`src/common/shuffler_pkg.sv`:
```
/*
 * Tensor data shuffler shared definitions.
 * Widths, namespace ids, opcode, instruction and port structs.
 */
package shuffler_pkg;

    // ========================================================================
    // sizes and ids
    // ========================================================================
    localparam int NUM_LANES  = 4;
    localparam int LANE_IDX_W = 2;
    localparam int DATA_W     = 32;
    localparam int ADDR_W     = 16;
    localparam int ITER_W     = 16;
    localparam int STRIDE_W   = 16;
    localparam int OPCODE_W   = 4;
    localparam int NS_IDX_W   = 5;

    localparam int VMEM1_ID       = 2;
    localparam int VMEM2_ID       = 3;
    localparam int PERMUTE_OPCODE = 8;

    // write side needs one cycle per lane to finish its wavefront
    localparam int DRAIN_CYCLES = NUM_LANES;

    typedef logic [DATA_W-1:0]           lane_data_t;
    typedef logic [ADDR_W-1:0]           buf_addr_t;
    typedef logic [ITER_W-1:0]           iter_t;
    typedef logic [STRIDE_W-1:0]         stride_t;
    typedef logic [2:0]                  mem_id_t;
    typedef logic [NUM_LANES-1:0]        lane_mask_t;
    typedef logic [NUM_LANES*ADDR_W-1:0] lane_addr_vec_t;
    typedef logic [NUM_LANES*DATA_W-1:0] lane_data_vec_t;

    typedef enum logic [3:0] {
        SET_BASE_ADDR   = 4'd0,
        SET_LOOP_ITER   = 4'd1,
        SET_LOOP_STRIDE = 4'd2,
        START           = 4'd3
    } shuffle_fn_e;

    typedef enum logic [1:0] {
        IDLE,
        BUSY,
        DRAIN,
        DONE
    } seq_state_e;

    // ========================================================================
    // structs
    // ========================================================================
    typedef struct packed {
        logic [OPCODE_W-1:0] opcode;
        shuffle_fn_e         fn;
        mem_id_t             dest_id;
        logic [NS_IDX_W-1:0] dest_index;
        mem_id_t             src1_id;
        logic [NS_IDX_W-1:0] src1_index;
        mem_id_t             src2_id;
        logic [NS_IDX_W-1:0] src2_index;
    } shuffle_instr_t;

    // one config write, at most one valid bit set
    typedef struct packed {
        logic              base_v;
        logic              iter_v;
        logic              stride_v;
        logic [ADDR_W-1:0] value;
    } walker_cfg_t;

    typedef struct packed {
        lane_mask_t     write_req;
        lane_addr_vec_t write_addr;
        lane_data_vec_t write_data;
        lane_mask_t     read_req;
        lane_addr_vec_t read_addr;
    } vmem_port_t;

endpackage
```
`src/verilog/data_shuffler.sv`:
```
/*
 * Tensor data shuffler top level.
 * Strided copy between vector memories with optional bank rotation.
 */
`timescale 1ns/1ps

module data_shuffler import shuffler_pkg::*; (
    input  logic           clk,
    input  logic           reset,
    input  shuffle_instr_t instr,
    input  lane_data_vec_t vmem1_rdata,
    input  lane_data_vec_t vmem2_rdata,
    output vmem_port_t     vmem1,
    output vmem_port_t     vmem2,
    output logic           done
);

    walker_cfg_t    rd_cfg;
    walker_cfg_t    wr_cfg;
    logic           start;
    mem_id_t        src_id;
    mem_id_t        dst_id;
    logic           rotate;
    logic           rd_start;
    logic           wr_start;
    logic           wr_last;
    buf_addr_t      rd_addr;
    logic           rd_addr_v;
    buf_addr_t      wr_addr;
    logic           wr_addr_v;
    lane_mask_t     rd_lane_req;
    lane_addr_vec_t rd_lane_addr;
    lane_mask_t     wr_lane_req;
    lane_addr_vec_t wr_lane_addr;
    lane_data_vec_t rd_data;
    lane_data_vec_t wr_data;

    // ========================================================================
    // control
    // ========================================================================
    shuffle_decoder decoder_i (
        .clk    (clk),
        .reset  (reset),
        .instr  (instr),
        .rd_cfg (rd_cfg),
        .wr_cfg (wr_cfg),
        .start  (start),
        .src_id (src_id),
        .dst_id (dst_id),
        .rotate (rotate)
    );

    shuffle_sequencer sequencer_i (
        .clk      (clk),
        .reset    (reset),
        .start    (start),
        .wr_last  (wr_last),
        .rd_start (rd_start),
        .wr_start (wr_start),
        .done     (done)
    );

    stride_walker rd_walker (
        .clk    (clk),
        .reset  (reset),
        .cfg    (rd_cfg),
        .start  (rd_start),
        .addr   (rd_addr),
        .addr_v (rd_addr_v),
        .last   ()
    );

    stride_walker wr_walker (
        .clk    (clk),
        .reset  (reset),
        .cfg    (wr_cfg),
        .start  (wr_start),
        .addr   (wr_addr),
        .addr_v (wr_addr_v),
        .last   (wr_last)
    );

    // ========================================================================
    // datapath
    // ========================================================================
    lane_skew rd_skew (
        .clk       (clk),
        .reset     (reset),
        .req       (rd_addr_v),
        .addr      (rd_addr),
        .lane_req  (rd_lane_req),
        .lane_addr (rd_lane_addr)
    );

    lane_skew wr_skew (
        .clk       (clk),
        .reset     (reset),
        .req       (wr_addr_v),
        .addr      (wr_addr),
        .lane_req  (wr_lane_req),
        .lane_addr (wr_lane_addr)
    );

    // counters step with each lane write, restart with the read walker
    bank_rotator rotator_i (
        .clk     (clk),
        .reset   (reset),
        .clear   (rd_start),
        .lane_en (wr_lane_req),
        .rotate  (rotate),
        .rd_data (rd_data),
        .wr_data (wr_data)
    );

    vmem_port_mux port_mux_i (
        .src_id      (src_id),
        .dst_id      (dst_id),
        .rd_req      (rd_lane_req),
        .rd_addr     (rd_lane_addr),
        .wr_req      (wr_lane_req),
        .wr_addr     (wr_lane_addr),
        .wr_data     (wr_data),
        .vmem1_rdata (vmem1_rdata),
        .vmem2_rdata (vmem2_rdata),
        .vmem1       (vmem1),
        .vmem2       (vmem2),
        .rd_data     (rd_data)
    );

endmodule

```
`src/datapath/vmem_port_mux.sv`:
```
/*
 * Vector memory port routing.
 * Sends reads to the source memory, writes to the destination memory.
 */
`timescale 1ns/1ps

module vmem_port_mux import shuffler_pkg::*; (
    input  mem_id_t        src_id,
    input  mem_id_t        dst_id,
    input  lane_mask_t     rd_req,
    input  lane_addr_vec_t rd_addr,
    input  lane_mask_t     wr_req,
    input  lane_addr_vec_t wr_addr,
    input  lane_data_vec_t wr_data,
    input  lane_data_vec_t vmem1_rdata,
    input  lane_data_vec_t vmem2_rdata,
    output vmem_port_t     vmem1,
    output vmem_port_t     vmem2,
    output lane_data_vec_t rd_data
);

    always_comb begin
        // unselected memory sees nothing
        vmem1   = '0;
        vmem2   = '0;
        rd_data = '0;
        case (src_id)
            mem_id_t'(VMEM1_ID): begin
                vmem1.read_req  = rd_req;
                vmem1.read_addr = rd_addr;
                rd_data         = vmem1_rdata;
            end
            mem_id_t'(VMEM2_ID): begin
                vmem2.read_req  = rd_req;
                vmem2.read_addr = rd_addr;
                rd_data         = vmem2_rdata;
            end
            default: rd_data = '0;
        endcase
        // same memory on both sides is allowed
        case (dst_id)
            mem_id_t'(VMEM1_ID): begin
                vmem1.write_req  = wr_req;
                vmem1.write_addr = wr_addr;
                vmem1.write_data = wr_data;
            end
            mem_id_t'(VMEM2_ID): begin
                vmem2.write_req  = wr_req;
                vmem2.write_addr = wr_addr;
                vmem2.write_data = wr_data;
            end
            default: ;
        endcase
    end

    // ids latched at start must name a real memory once lanes are busy
    always_comb begin
        if (|rd_req) begin
            a_src_known: assert (src_id inside {VMEM1_ID, VMEM2_ID});
        end
        if (|wr_req) begin
            a_dst_known: assert (dst_id inside {VMEM1_ID, VMEM2_ID});
        end
    end

endmodule

```
`src/datapath/bank_rotator.sv`:
```
/*
 * Bank rotation for the write data.
 * Per-lane counters pick which source lane feeds each destination lane.
 */
`timescale 1ns/1ps

module bank_rotator import shuffler_pkg::*; (
    input  logic           clk,
    input  logic           reset,
    input  logic           clear,
    input  lane_mask_t     lane_en,
    input  logic           rotate,
    input  lane_data_vec_t rd_data,
    output lane_data_vec_t wr_data
);

    logic [LANE_IDX_W-1:0] bank_cnt_q [NUM_LANES];

    // one count per written element, cleared at every run start
    always_ff @(posedge clk) begin
        for (int n = 0; n < NUM_LANES; n++) begin
            if (reset || clear) begin
                bank_cnt_q[n] <= '0;
            end else if (lane_en[n]) begin
                if (bank_cnt_q[n] == LANE_IDX_W'(NUM_LANES - 1)) begin
                    bank_cnt_q[n] <= '0;
                end else begin
                    bank_cnt_q[n] <= bank_cnt_q[n] + 1'b1;
                end
            end
        end
    end

    always_comb begin
        logic [LANE_IDX_W-1:0] sel;
        sel = '0;
        for (int n = 0; n < NUM_LANES; n++) begin
            // straight copy keeps lane n on lane n
            sel = rotate ? bank_cnt_q[n] : LANE_IDX_W'(n);
            wr_data[n*DATA_W +: DATA_W] = rd_data[sel*DATA_W +: DATA_W];
        end
    end

endmodule

```
`src/datapath/lane_skew.sv`:
```
/*
 * Lane wavefront delay chain.
 * Lane n sees the request and address of lane 0 n cycles later.
 */
`timescale 1ns/1ps

module lane_skew import shuffler_pkg::*; (
    input  logic           clk,
    input  logic           reset,
    input  logic           req,
    input  buf_addr_t      addr,
    output lane_mask_t     lane_req,
    output lane_addr_vec_t lane_addr
);

    logic [NUM_LANES-1:1] req_q;
    buf_addr_t            addr_q [NUM_LANES-1:1];

    always_ff @(posedge clk) begin
        if (reset) begin
            req_q <= '0;
        end else begin
            req_q[1] <= req;
            for (int n = 2; n < NUM_LANES; n++) begin
                req_q[n] <= req_q[n-1];
            end
        end
    end

    always_ff @(posedge clk) begin
        addr_q[1] <= addr;
        for (int n = 2; n < NUM_LANES; n++) begin
            addr_q[n] <= addr_q[n-1];
        end
    end

    // lane 0 goes straight through
    always_comb begin
        lane_req[0]            = req;
        lane_addr[ADDR_W-1:0]  = addr;
        for (int n = 1; n < NUM_LANES; n++) begin
            lane_req[n]                 = req_q[n];
            lane_addr[n*ADDR_W +: ADDR_W] = addr_q[n];
        end
    end

endmodule

```
`src/control/stride_walker.sv`:
```
/*
 * Strided address walker, one loop.
 * Emits base + k*stride for k = 0..N-1, one address per cycle after start.
 */
`timescale 1ns/1ps

module stride_walker import shuffler_pkg::*; (
    input  logic        clk,
    input  logic        reset,
    input  walker_cfg_t cfg,
    input  logic        start,
    output buf_addr_t   addr,
    output logic        addr_v,
    output logic        last
);

    buf_addr_t base_q;
    stride_t   stride_q;
    iter_t     iter_q;
    buf_addr_t addr_q;
    iter_t     remain_q;
    logic      active_q;

    // ========================================================================
    // configuration
    // ========================================================================
    always_ff @(posedge clk) begin
        if (reset) begin
            iter_q <= '0;
        end else if (cfg.iter_v) begin
            iter_q <= cfg.value;
        end
    end

    always_ff @(posedge clk) begin
        if (cfg.base_v) begin
            base_q <= cfg.value;
        end
        if (cfg.stride_v) begin
            stride_q <= cfg.value;
        end
    end

    // ========================================================================
    // walk
    // ========================================================================
    // active covers N cycles, or a single empty cycle when N is zero
    always_ff @(posedge clk) begin
        if (reset) begin
            active_q <= 1'b0;
            remain_q <= '0;
        end else if (start) begin
            active_q <= 1'b1;
            remain_q <= iter_q;
        end else if (active_q) begin
            if (remain_q <= iter_t'(1)) begin
                active_q <= 1'b0;
            end else begin
                remain_q <= remain_q - 1'b1;
            end
        end
    end

    // address wraps at 16 bits
    always_ff @(posedge clk) begin
        if (start) begin
            addr_q <= base_q;
        end else if (active_q) begin
            addr_q <= addr_q + stride_q;
        end
    end

    assign addr   = addr_q;
    assign addr_v = active_q && (remain_q != '0);
    assign last   = active_q && (remain_q <= iter_t'(1));

    a_no_cfg_while_active: assert property (@(posedge clk) disable iff (reset)
        (cfg.base_v || cfg.iter_v || cfg.stride_v) |-> !active_q);

endmodule

```
`src/control/shuffle_sequencer.sv`:
```
/*
 * Shuffle run sequencer.
 * Staggers walker starts and drains the lane wavefront before done.
 */
`timescale 1ns/1ps

module shuffle_sequencer import shuffler_pkg::*; (
    input  logic clk,
    input  logic reset,
    input  logic start,
    input  logic wr_last,
    output logic rd_start,
    output logic wr_start,
    output logic done
);

    seq_state_e state_q;
    seq_state_e state_d;
    // one extra bit so the counter can hold DRAIN_CYCLES
    logic [LANE_IDX_W:0] drain_q;
    logic [LANE_IDX_W:0] drain_d;

    // read walker one cycle after start, write walker one more
    always_ff @(posedge clk) begin
        if (reset) begin
            rd_start <= 1'b0;
            wr_start <= 1'b0;
        end else begin
            rd_start <= start;
            wr_start <= rd_start;
        end
    end

    always_ff @(posedge clk) begin
        if (reset) begin
            state_q <= IDLE;
            drain_q <= '0;
        end else begin
            state_q <= state_d;
            drain_q <= drain_d;
        end
    end

    always_comb begin
        state_d = state_q;
        drain_d = drain_q;
        case (state_q)
            IDLE: begin
                if (start) begin
                    state_d = BUSY;
                end
            end
            BUSY: begin
                if (wr_last) begin
                    state_d = DRAIN;
                    drain_d = (LANE_IDX_W + 1)'(DRAIN_CYCLES);
                end
            end
            DRAIN: begin
                if (drain_q == '0) begin
                    state_d = DONE;
                end else begin
                    drain_d = drain_q - 1'b1;
                end
            end
            default: begin
                state_d = IDLE;
            end
        endcase
    end

    assign done = (state_q == DONE);

    // decoder must not issue a new run before done
    a_start_in_idle: assert property (@(posedge clk) disable iff (reset)
        start |-> state_q == IDLE);

endmodule

```
`src/control/shuffle_decoder.sv`:
```
/*
 * Shuffle instruction decoder.
 * Steers config writes to the read or write walker, latches ids on start.
 */
`timescale 1ns/1ps

module shuffle_decoder import shuffler_pkg::*; (
    input  logic           clk,
    input  logic           reset,
    input  shuffle_instr_t instr,
    output walker_cfg_t    rd_cfg,
    output walker_cfg_t    wr_cfg,
    output logic           start,
    output mem_id_t        src_id,
    output mem_id_t        dst_id,
    output logic           rotate
);

    logic              is_perm;
    logic              to_wr;
    logic [ADDR_W-1:0] cfg_value;
    walker_cfg_t       cfg;

    assign is_perm = (instr.opcode == OPCODE_W'(PERMUTE_OPCODE));
    // dest id bit 0 picks the write side
    assign to_wr   = instr.dest_id[0];

    // immediate value spans both source fields
    assign cfg_value = {instr.src1_id, instr.src1_index, instr.src2_id, instr.src2_index};

    always_comb begin
        cfg.base_v   = is_perm && (instr.fn == SET_BASE_ADDR);
        cfg.iter_v   = is_perm && (instr.fn == SET_LOOP_ITER);
        cfg.stride_v = is_perm && (instr.fn == SET_LOOP_STRIDE);
        cfg.value    = cfg_value;

        rd_cfg          = cfg;
        rd_cfg.base_v   = cfg.base_v && !to_wr;
        rd_cfg.iter_v   = cfg.iter_v && !to_wr;
        rd_cfg.stride_v = cfg.stride_v && !to_wr;

        wr_cfg          = cfg;
        wr_cfg.base_v   = cfg.base_v && to_wr;
        wr_cfg.iter_v   = cfg.iter_v && to_wr;
        wr_cfg.stride_v = cfg.stride_v && to_wr;
    end

    assign start = is_perm && (instr.fn == START);

    // memory selection and mode hold for the whole run
    always_ff @(posedge clk) begin
        if (reset) begin
            src_id <= '0;
            dst_id <= '0;
            rotate <= 1'b0;
        end else if (start) begin
            src_id <= instr.src1_id;
            dst_id <= instr.dest_id;
            rotate <= instr.src2_index[0];
        end
    end

endmodule

```
`config.mk`:
```
export PLATFORM = sky130hd
export DESIGN_NAME = data_shuffler
export DESIGN_NICKNAME = d
export VERILOG_FILES = /design/src/common/shuffler_pkg.sv /design/src/verilog/data_shuffler.sv /design/src/datapath/vmem_port_mux.sv /design/src/datapath/bank_rotator.sv /design/src/datapath/lane_skew.sv /design/src/control/stride_walker.sv /design/src/control/shuffle_sequencer.sv /design/src/control/shuffle_decoder.sv
export SDC_FILE = /design/constraint.sdc
export NUM_CORES = 1
export LEC_CHECK = 0
export BUFFER_PORTS_ARGS = -buffer_cell sky130_fd_sc_hd__buf_2
export CAP_MARGIN = 20
export CORE_AREA = 4 4 315 317
export DETAILED_ROUTE_END_ITERATION = 8
export DIE_AREA = 0 0 319 321
export SLEW_MARGIN = 20
export SYNTH_ARGS = -nofsm -noshare
export SYNTH_HDL_FRONTEND = slang
export SYNTH_SLANG_ARGS = --single-unit
```
`constraint.sdc`:
```
create_clock -name clk -period 3.9 [get_ports clk]
set_clock_uncertainty 0.05 [all_clocks]
set_input_delay 0.39 -clock clk [delete_from_list [all_inputs] [get_ports clk]]
set_output_delay 0.39 -clock clk [all_outputs]
set_load 0.02 [all_outputs]
```
==> results of run 1 <==
-- cell type report --
type	count	share of cell area
Inverter	31	0.00440
Tap cell	1276	0.0604
Antenna cell	23	0.00218
Multi-Input combinational cell	2008	0.455
Sequential cell	286	0.256
Clock inverter	16	0.00592
Clock buffer	38	0.0335
Timing Repair Buffer	895	0.183
-- synth_stat cells (32+ instances only) --
cell,count
o211ai_1,36
a21oi_1,149
clkbuf_1,187
mux2_2,107
edfxtp_1,104
nand3_1,75
nor2_1,431
nor3_1,66
dfxtp_1,182
and2_1,208
o21ai_0,163
nand2_1,242
mux2i_1,71
and3_1,69
buf_1,34
o22ai_1,54
a22oi_1,32
ha_1,45
-- cell families after synthesis --
family / after synthesis
and+or+nand+nor: 1181
muxes: 178
adders and majority gates: 47
xor gates and xnor gates: 42
DFF: 286
AOI/OAI and AO/OA: 560
buffers and inverters: 254
-- layer usage --
metal | vias up | GRT usage
met1 | 10600 | 0.258
met2 | 1208 | 0.334
li1 | 10400 | -
met5 | - | 0
met3 | 191 | 0.0299
met4 | 2 | 0.0685
-- cell usage in the layout (no fill, tap or decap), types with 69 or more instances in the layout --
| master | netlist | final |
|---|---|---|
| o21ai_0 | 163 | 159 |
| nor2_1 | 431 | 430 |
| buf_4 | 0 | 70 |
| nand3_1 | 75 | 75 |
| dfxtp_1 | 182 | 180 |
| a21oi_1 | 149 | 149 |
| mux2_2 | 107 | 107 |
| nand2_1 | 242 | 240 |
| and3_1 | 69 | 69 |
| and2_1 | 208 | 208 |
| edfxtp_1 | 104 | 104 |
| mux2i_1 | 71 | 70 |
| buf_2 | 1 | 813 |
-- final timing paths --
path	start	end	slack, ns
min reg2reg	wr_skew.addr_q[0][22]	wr_skew.addr_q[0][38]	0.31
max reg2reg	rd_walker.addr[0]	rd_walker.addr[14]	1.00
max	decoder_i.src_id[0]	vmem1[138]	0.18
min	instr[7]	wr_walker.stride_q[7]	0.07
-- stage by stage --
stage | utilization | power, mW | instance area [um2] | hold WS [ns]
after floorplan | - | 3.35 | 19700 | 0.286
final | 0.274 | 6.58 | 26400 | 0.0737
after detailed placement | 0.262 | 3.64 | 25300 | 0.299
after CTS | 0.273 | 6.66 | 26300 | 0.0459
after global routing | 0.274 | 6.82 | 26400 | 0.0534
after global placement | 0.262 | 3.64 | 25300 | 0.293
-- report_power, final --
group | switching [mW] | total [mW] | internal [mW]
Sequential | 0.0128 | 3.10 | 3.09
Clock | 1.30 | 2.99 | 1.70
Combinational | 0.296 | 0.486 | 0.190
-- what timing repair did --
item,in CTS,in global routing
endpoints found under the setup margin,0,4
endpoints found under the hold margin,2,0
setup buffers,0,1
gates resized for setup,0,1
hold buffers,2,0
-- worst max-delay path, delay by kind of cell (launching register included) --
kind                   cells  cell delay, ns
buffers and inverters      3            0.76
AOI/OAI and AO/OA          3            0.72
DFF                        1            0.57
muxes                      1            0.35
and+or+nand+nor            2            0.24
==> impl_metrics.toml, run 1 <==
[run_status]
status = "finished, final reports clean"

[timing]
setup_tns_ns = 0
rsz0062_at_grt = "no"
fin_crit_ns = 3.72
slew_violations = 0
postLayoutSetupSlackWorst_ns = 0.180
fmax_mhz = 269
setup_viol = 0
worstMarginPinSlew_ns = 1.05
hold_violations = 0
period_share = 0.954
max-slew-margin-rel = 0.299

[placement]
dp.cells = 4493
pre_cts_slack_ns = 0.747
port_buffers = 813
finalWeightedCongestion = 0.951
dpl.hpwl_um = 86900

[synthesis]
synth_nets = 2885
ys_top_cells_by_area = "dfxtp_1 (19%), edfxtp_1 (16%), nor2_1 (8.2%), and2_1 (6.6%), mux2_2 (6.1%)"
synthArstFlopShare = 0
yosysSeqAreaShare = 0.344
synth_top_family_by_area = "simple AND/OR/NAND/NOR gates"
synth.distinct_cells = 69
ys_ff_latch = 286
syn-instance-count = 2548
synth_edf_count = 104
synth_fa_ha_area_frac = 0.0307
yosysTopAreaCell = "dfxtp_1"
postSynthAreaPerCell_um2 = 7.72
synth_compound_area_frac = 0.175
synth_top_area_share = 0.185
synth-simple-area-share = 0.285
syn_area_um2 = 19700
yosysWarnings = 0
synth_xor_area_frac = 0.0187
synth_ff_type = "dfxtp_1"
synthMuxAreaShare = 0.0974

[finish]
finalNetCount = 3588
fillers = 10500
drive_gt1_frac = 0.330
area_delta_synth_final_pct = 34.3
multiInputGateArea_um2 = 12000
fin_cells = 4573
regArea_um2 = 6770
reg_top3 = "rd_skew.addr_q (48), wr_skew.addr_q (48)"

[global_routing]
antenna_found_initial = 46
grt_max_degree = 127
grt_first_pass_wirelength_um = 150000
grt_overflow = 0
first_global_vias = 20300
groute.usage.overall = 0.198

[run]
max-cap-violations = 0

[route]
routedWlPerCell_um = 23.9
drc = 0
viasPerCell = 4.89
drt_first_pass_iters = 7
top_layer_used = "met5"
drtAntennaViolNets = 0
num_vias = 22300
wl_met1_um = 44500
route.met3.wl_um = 9010
drt_iter0_markers = 2246
routed_wl_um = 109000
wl_met2_um = 51300

[die]
die_w_um = 319
initial_core_util = 0.204
rows = 114
die_h_um = 321
ios = 819
coreArea_um2 = 96300
die_area_um2 = 102000

[clock_tree]
clkTransAtPathRegs_ns = 0.07
cts_tree = "done"
clock_latency_ns = 0.59
cts-root-buf = "clkbuf_16"
cts_buffers = 29
h-tree-depth = 1
clkSinkCount = 286
ctsLongestPathBuffers = 3

[setup_path]
crit_chain = "buf_12 > buf_4 > mux2_2 > nand2_1 > o21ai_0 > a22o_1 > a22oi_1 > nor2_1 > buf_2"
crit_path_start_kind = "flop"
r2r_cells = 10
required_ns = 3.46
cp.arrival_ns = 3.28
crit_path_end_kind = "output port"
crit_fanout = 40
crit_type = "flop to output port"
cp_slowest_cell = "dfxtp_4"
slowest_delay_ns = 0.57

[min_path]
holdCritPathClass = "primary input to flop"
min_path_cells = 1

[power_and_ir_drop]
vdd_drop_max_mv = 0.322
leakagePower_nw = 11.5
power.density_nw_per_um2 = 249
No activity file was read; power rests on OpenSTA's default activity.
==> run 2, diff against run 1 <==
--- a/config.mk
+++ b/config.mk
@@ -5,12 +5,14 @@
 export SDC_FILE = /design/constraint.sdc
 export NUM_CORES = 1
 export LEC_CHECK = 0
+export ABC_CLOCK_PERIOD_IN_PS = 3900
 export BUFFER_PORTS_ARGS = -buffer_cell sky130_fd_sc_hd__buf_2
 export CAP_MARGIN = 20
-export CORE_AREA = 4 4 315 317
+export CORE_AREA = 4 4 319 321
 export DETAILED_ROUTE_END_ITERATION = 8
-export DIE_AREA = 0 0 319 321
+export DIE_AREA = 0 0 323 325
 export SLEW_MARGIN = 20
 export SYNTH_ARGS = -nofsm -noshare
 export SYNTH_HDL_FRONTEND = slang
+export SYNTH_HIERARCHICAL = 1
 export SYNTH_SLANG_ARGS = --single-unit
==> impl_metrics.toml, run 2 <==
[setup_path]
r2r_start = "rd_walker/addr[4]"
r2r_end = "rd_walker/addr[15]"
cp.arrival_ns = 3.17
r2r_cells = 8
required_ns = 3.46
crit_path_end_kind = "output port"
ff2ff_setup_slack_ns = 0.76
crit_type = "flop to output port"
critPathLaunch = "decoder_i/src_id[0]"
crit_path_start_kind = "flop"
crit_path_end = "vmem1[130]"
crit_fanout = 19

[clock_tree]
clock_latency_ns = 0.59
h-tree-depth = 1
clkTransAtPathRegs_ns = 0.07
clkSinkCount = 286
cts-root-buf = "clkbuf_16"
ctsLongestPathBuffers = 3
cts_buffers = 31
cts_tree = "done"

[finish]
fillers = 10800
area_delta_synth_final_pct = 26.8
final_common_cell = "buf_2"
finalNetCount = 3864
drive_gt1_frac = 0.288
layout_common_cells = "buf_2 (813), nor2_1 (726), nand2_1 (309)"
multiInputGateArea_um2 = 13400
fin_cells = 4870
regArea_um2 = 6780
reg_top3 = "rd_skew/addr_q (48), wr_skew/addr_q (48)"

[timing]
worstMarginPinSlew_ns = 0.976
hold_violations = 0
slew_violations = 0
rsz0062_at_grt = "no"
setup_viol = 0
postLayoutSetupSlackWorst_ns = 0.291
max-slew-margin-rel = 0.349
period_share = 0.925
fin_crit_ns = 3.61
fmax_mhz = 277
setup_tns_ns = 0

[global_routing]
grt_max_degree = 104
grt_use_met1 = 0.248
grt_first_pass_wirelength_um = 152000
met2_usage = 0.311
grt_util_met3 = 0.0515
busiest_layer = "met2"
groute.usage.overall = 0.194
first_global_vias = 21600
antenna_found_initial = 37
grt_overflow = 0

[route]
routedWlPerCell_um = 22.6
drt_iter0_markers = 2198
viasPerCell = 4.86
drc = 0
routed_wl_um = 110000
drtAntennaViolNets = 0
drt_first_pass_iters = 8
num_vias = 23700

[synthesis]
postSynthAreaPerCell_um2 = 7.55
yosysWarnings = 6
syn-instance-count = 2899
synth_nets = 3237
syn_area_um2 = 21900

[die]
rows = 116
coreArea_um2 = 99300
die_w_um = 323
die_area_um2 = 105000
initial_core_util = 0.220
ios = 819
die_h_um = 325

[placement]
finalWeightedCongestion = 0.969
dp.cells = 4780
dpl.hpwl_um = 85400
pre_cts_slack_ns = 0.736
port_buffers = 813

[min_path]
holdCritPathClass = "primary input to flop"

[run_status]
status = "finished, final reports clean"

[power_and_ir_drop]
power.density_nw_per_um2 = 239
leakagePower_nw = 11.5
vdd_drop_max_mv = 0.373

[run]
max-cap-violations = 0
## run 2: cell types whose count changed in the layout (fill, tap and decap cells not counted), sizes merged, moves of 124 or more
cell    change
nor2      +316
nand2b    +277
and2      -201
a211oi    +135
nor2b     +129
a31oi     +124
## run 2: layout make-up
class	instances	area share
multi-input combinational	2299	0.481
sequential	286	0.244
timing repair buffer	887	0.173
tap	1298	0.0585
clock buffer	39	0.0303
clock inverter	19	0.00834
inverter	21	0.00284
antenna	21	0.00189
## run 2: repair_timing
item / 4_1_cts / 5_1_grt
setup buffers: 0 / 8
hold buffers: 2 / 0
gates resized for setup: 0 / 4
hold endpoints to repair: 2 / 0
endpoints found under the setup margin: 0 / 12
## run 2: metrics by stage
step | area (um2) | power (mW) | util | hold WS [ns]
floorplan | 21900 | 3.37 | - | 0.282
global placement | 26500 | 3.61 | 0.267 | 0.287
global route | 27700 | 6.84 | 0.279 | 0.0464
detailed placement | 26500 | 3.62 | 0.267 | 0.287
finish | 27800 | 6.62 | 0.280 | 0.0713
CTS | 27600 | 6.70 | 0.278 | 0.0384
## run 2: worst min-delay path by stage
stage | from | to | slack [ns] | depth (start not counted)
after global placement | rd_skew/addr_q[0][4] | rd_skew/addr_q[0][20] | 0.29 | 0
after global routing | instr[11] | rd_walker/stride_q[11] | 0.05 | 1
final | instr[11] | rd_walker/stride_q[11] | 0.07 | 1
after detailed placement | wr_skew/addr_q[0][14] | wr_skew/addr_q[0][30] | 0.29 | 0
after floorplan | rd_skew/addr_q[0][0] | rd_skew/addr_q[0][16] | 0.28 | 0
after CTS | instr[11] | rd_walker/stride_q[11] | 0.04 | 1
## run 2: layer usage
| layer | vias to the layer above | share of wire |
|---|---|---|
| li1 | 11000 | - |
| met1 | 11100 | 0.41 |
| met2 | 1273 | 0.45 |
| met3 | 232 | 0.10 |
| met4 | 12 | 0.044 |
| met5 | - | 0.00063 |
## run 2: critical path, stage by stage (launching register included)
cell and delay, ns:
dfxtp_4 0.51, buf_12 0.24, buf_4 0.31, mux2i_1 0.13
nor2_1 0.22, nor2b_1 0.17, a211oi_1 0.06, a31oi_1 0.38
nand2b_1 0.16, nor2_1 0.16, buf_2 0.19
## run 2: power breakdown
part	leakage, nW	internal (mW)	switching (mW)
Clock	0.522	1.76	1.30
Combinational	8.58	0.184	0.270
Sequential	2.45	3.09	0.0129
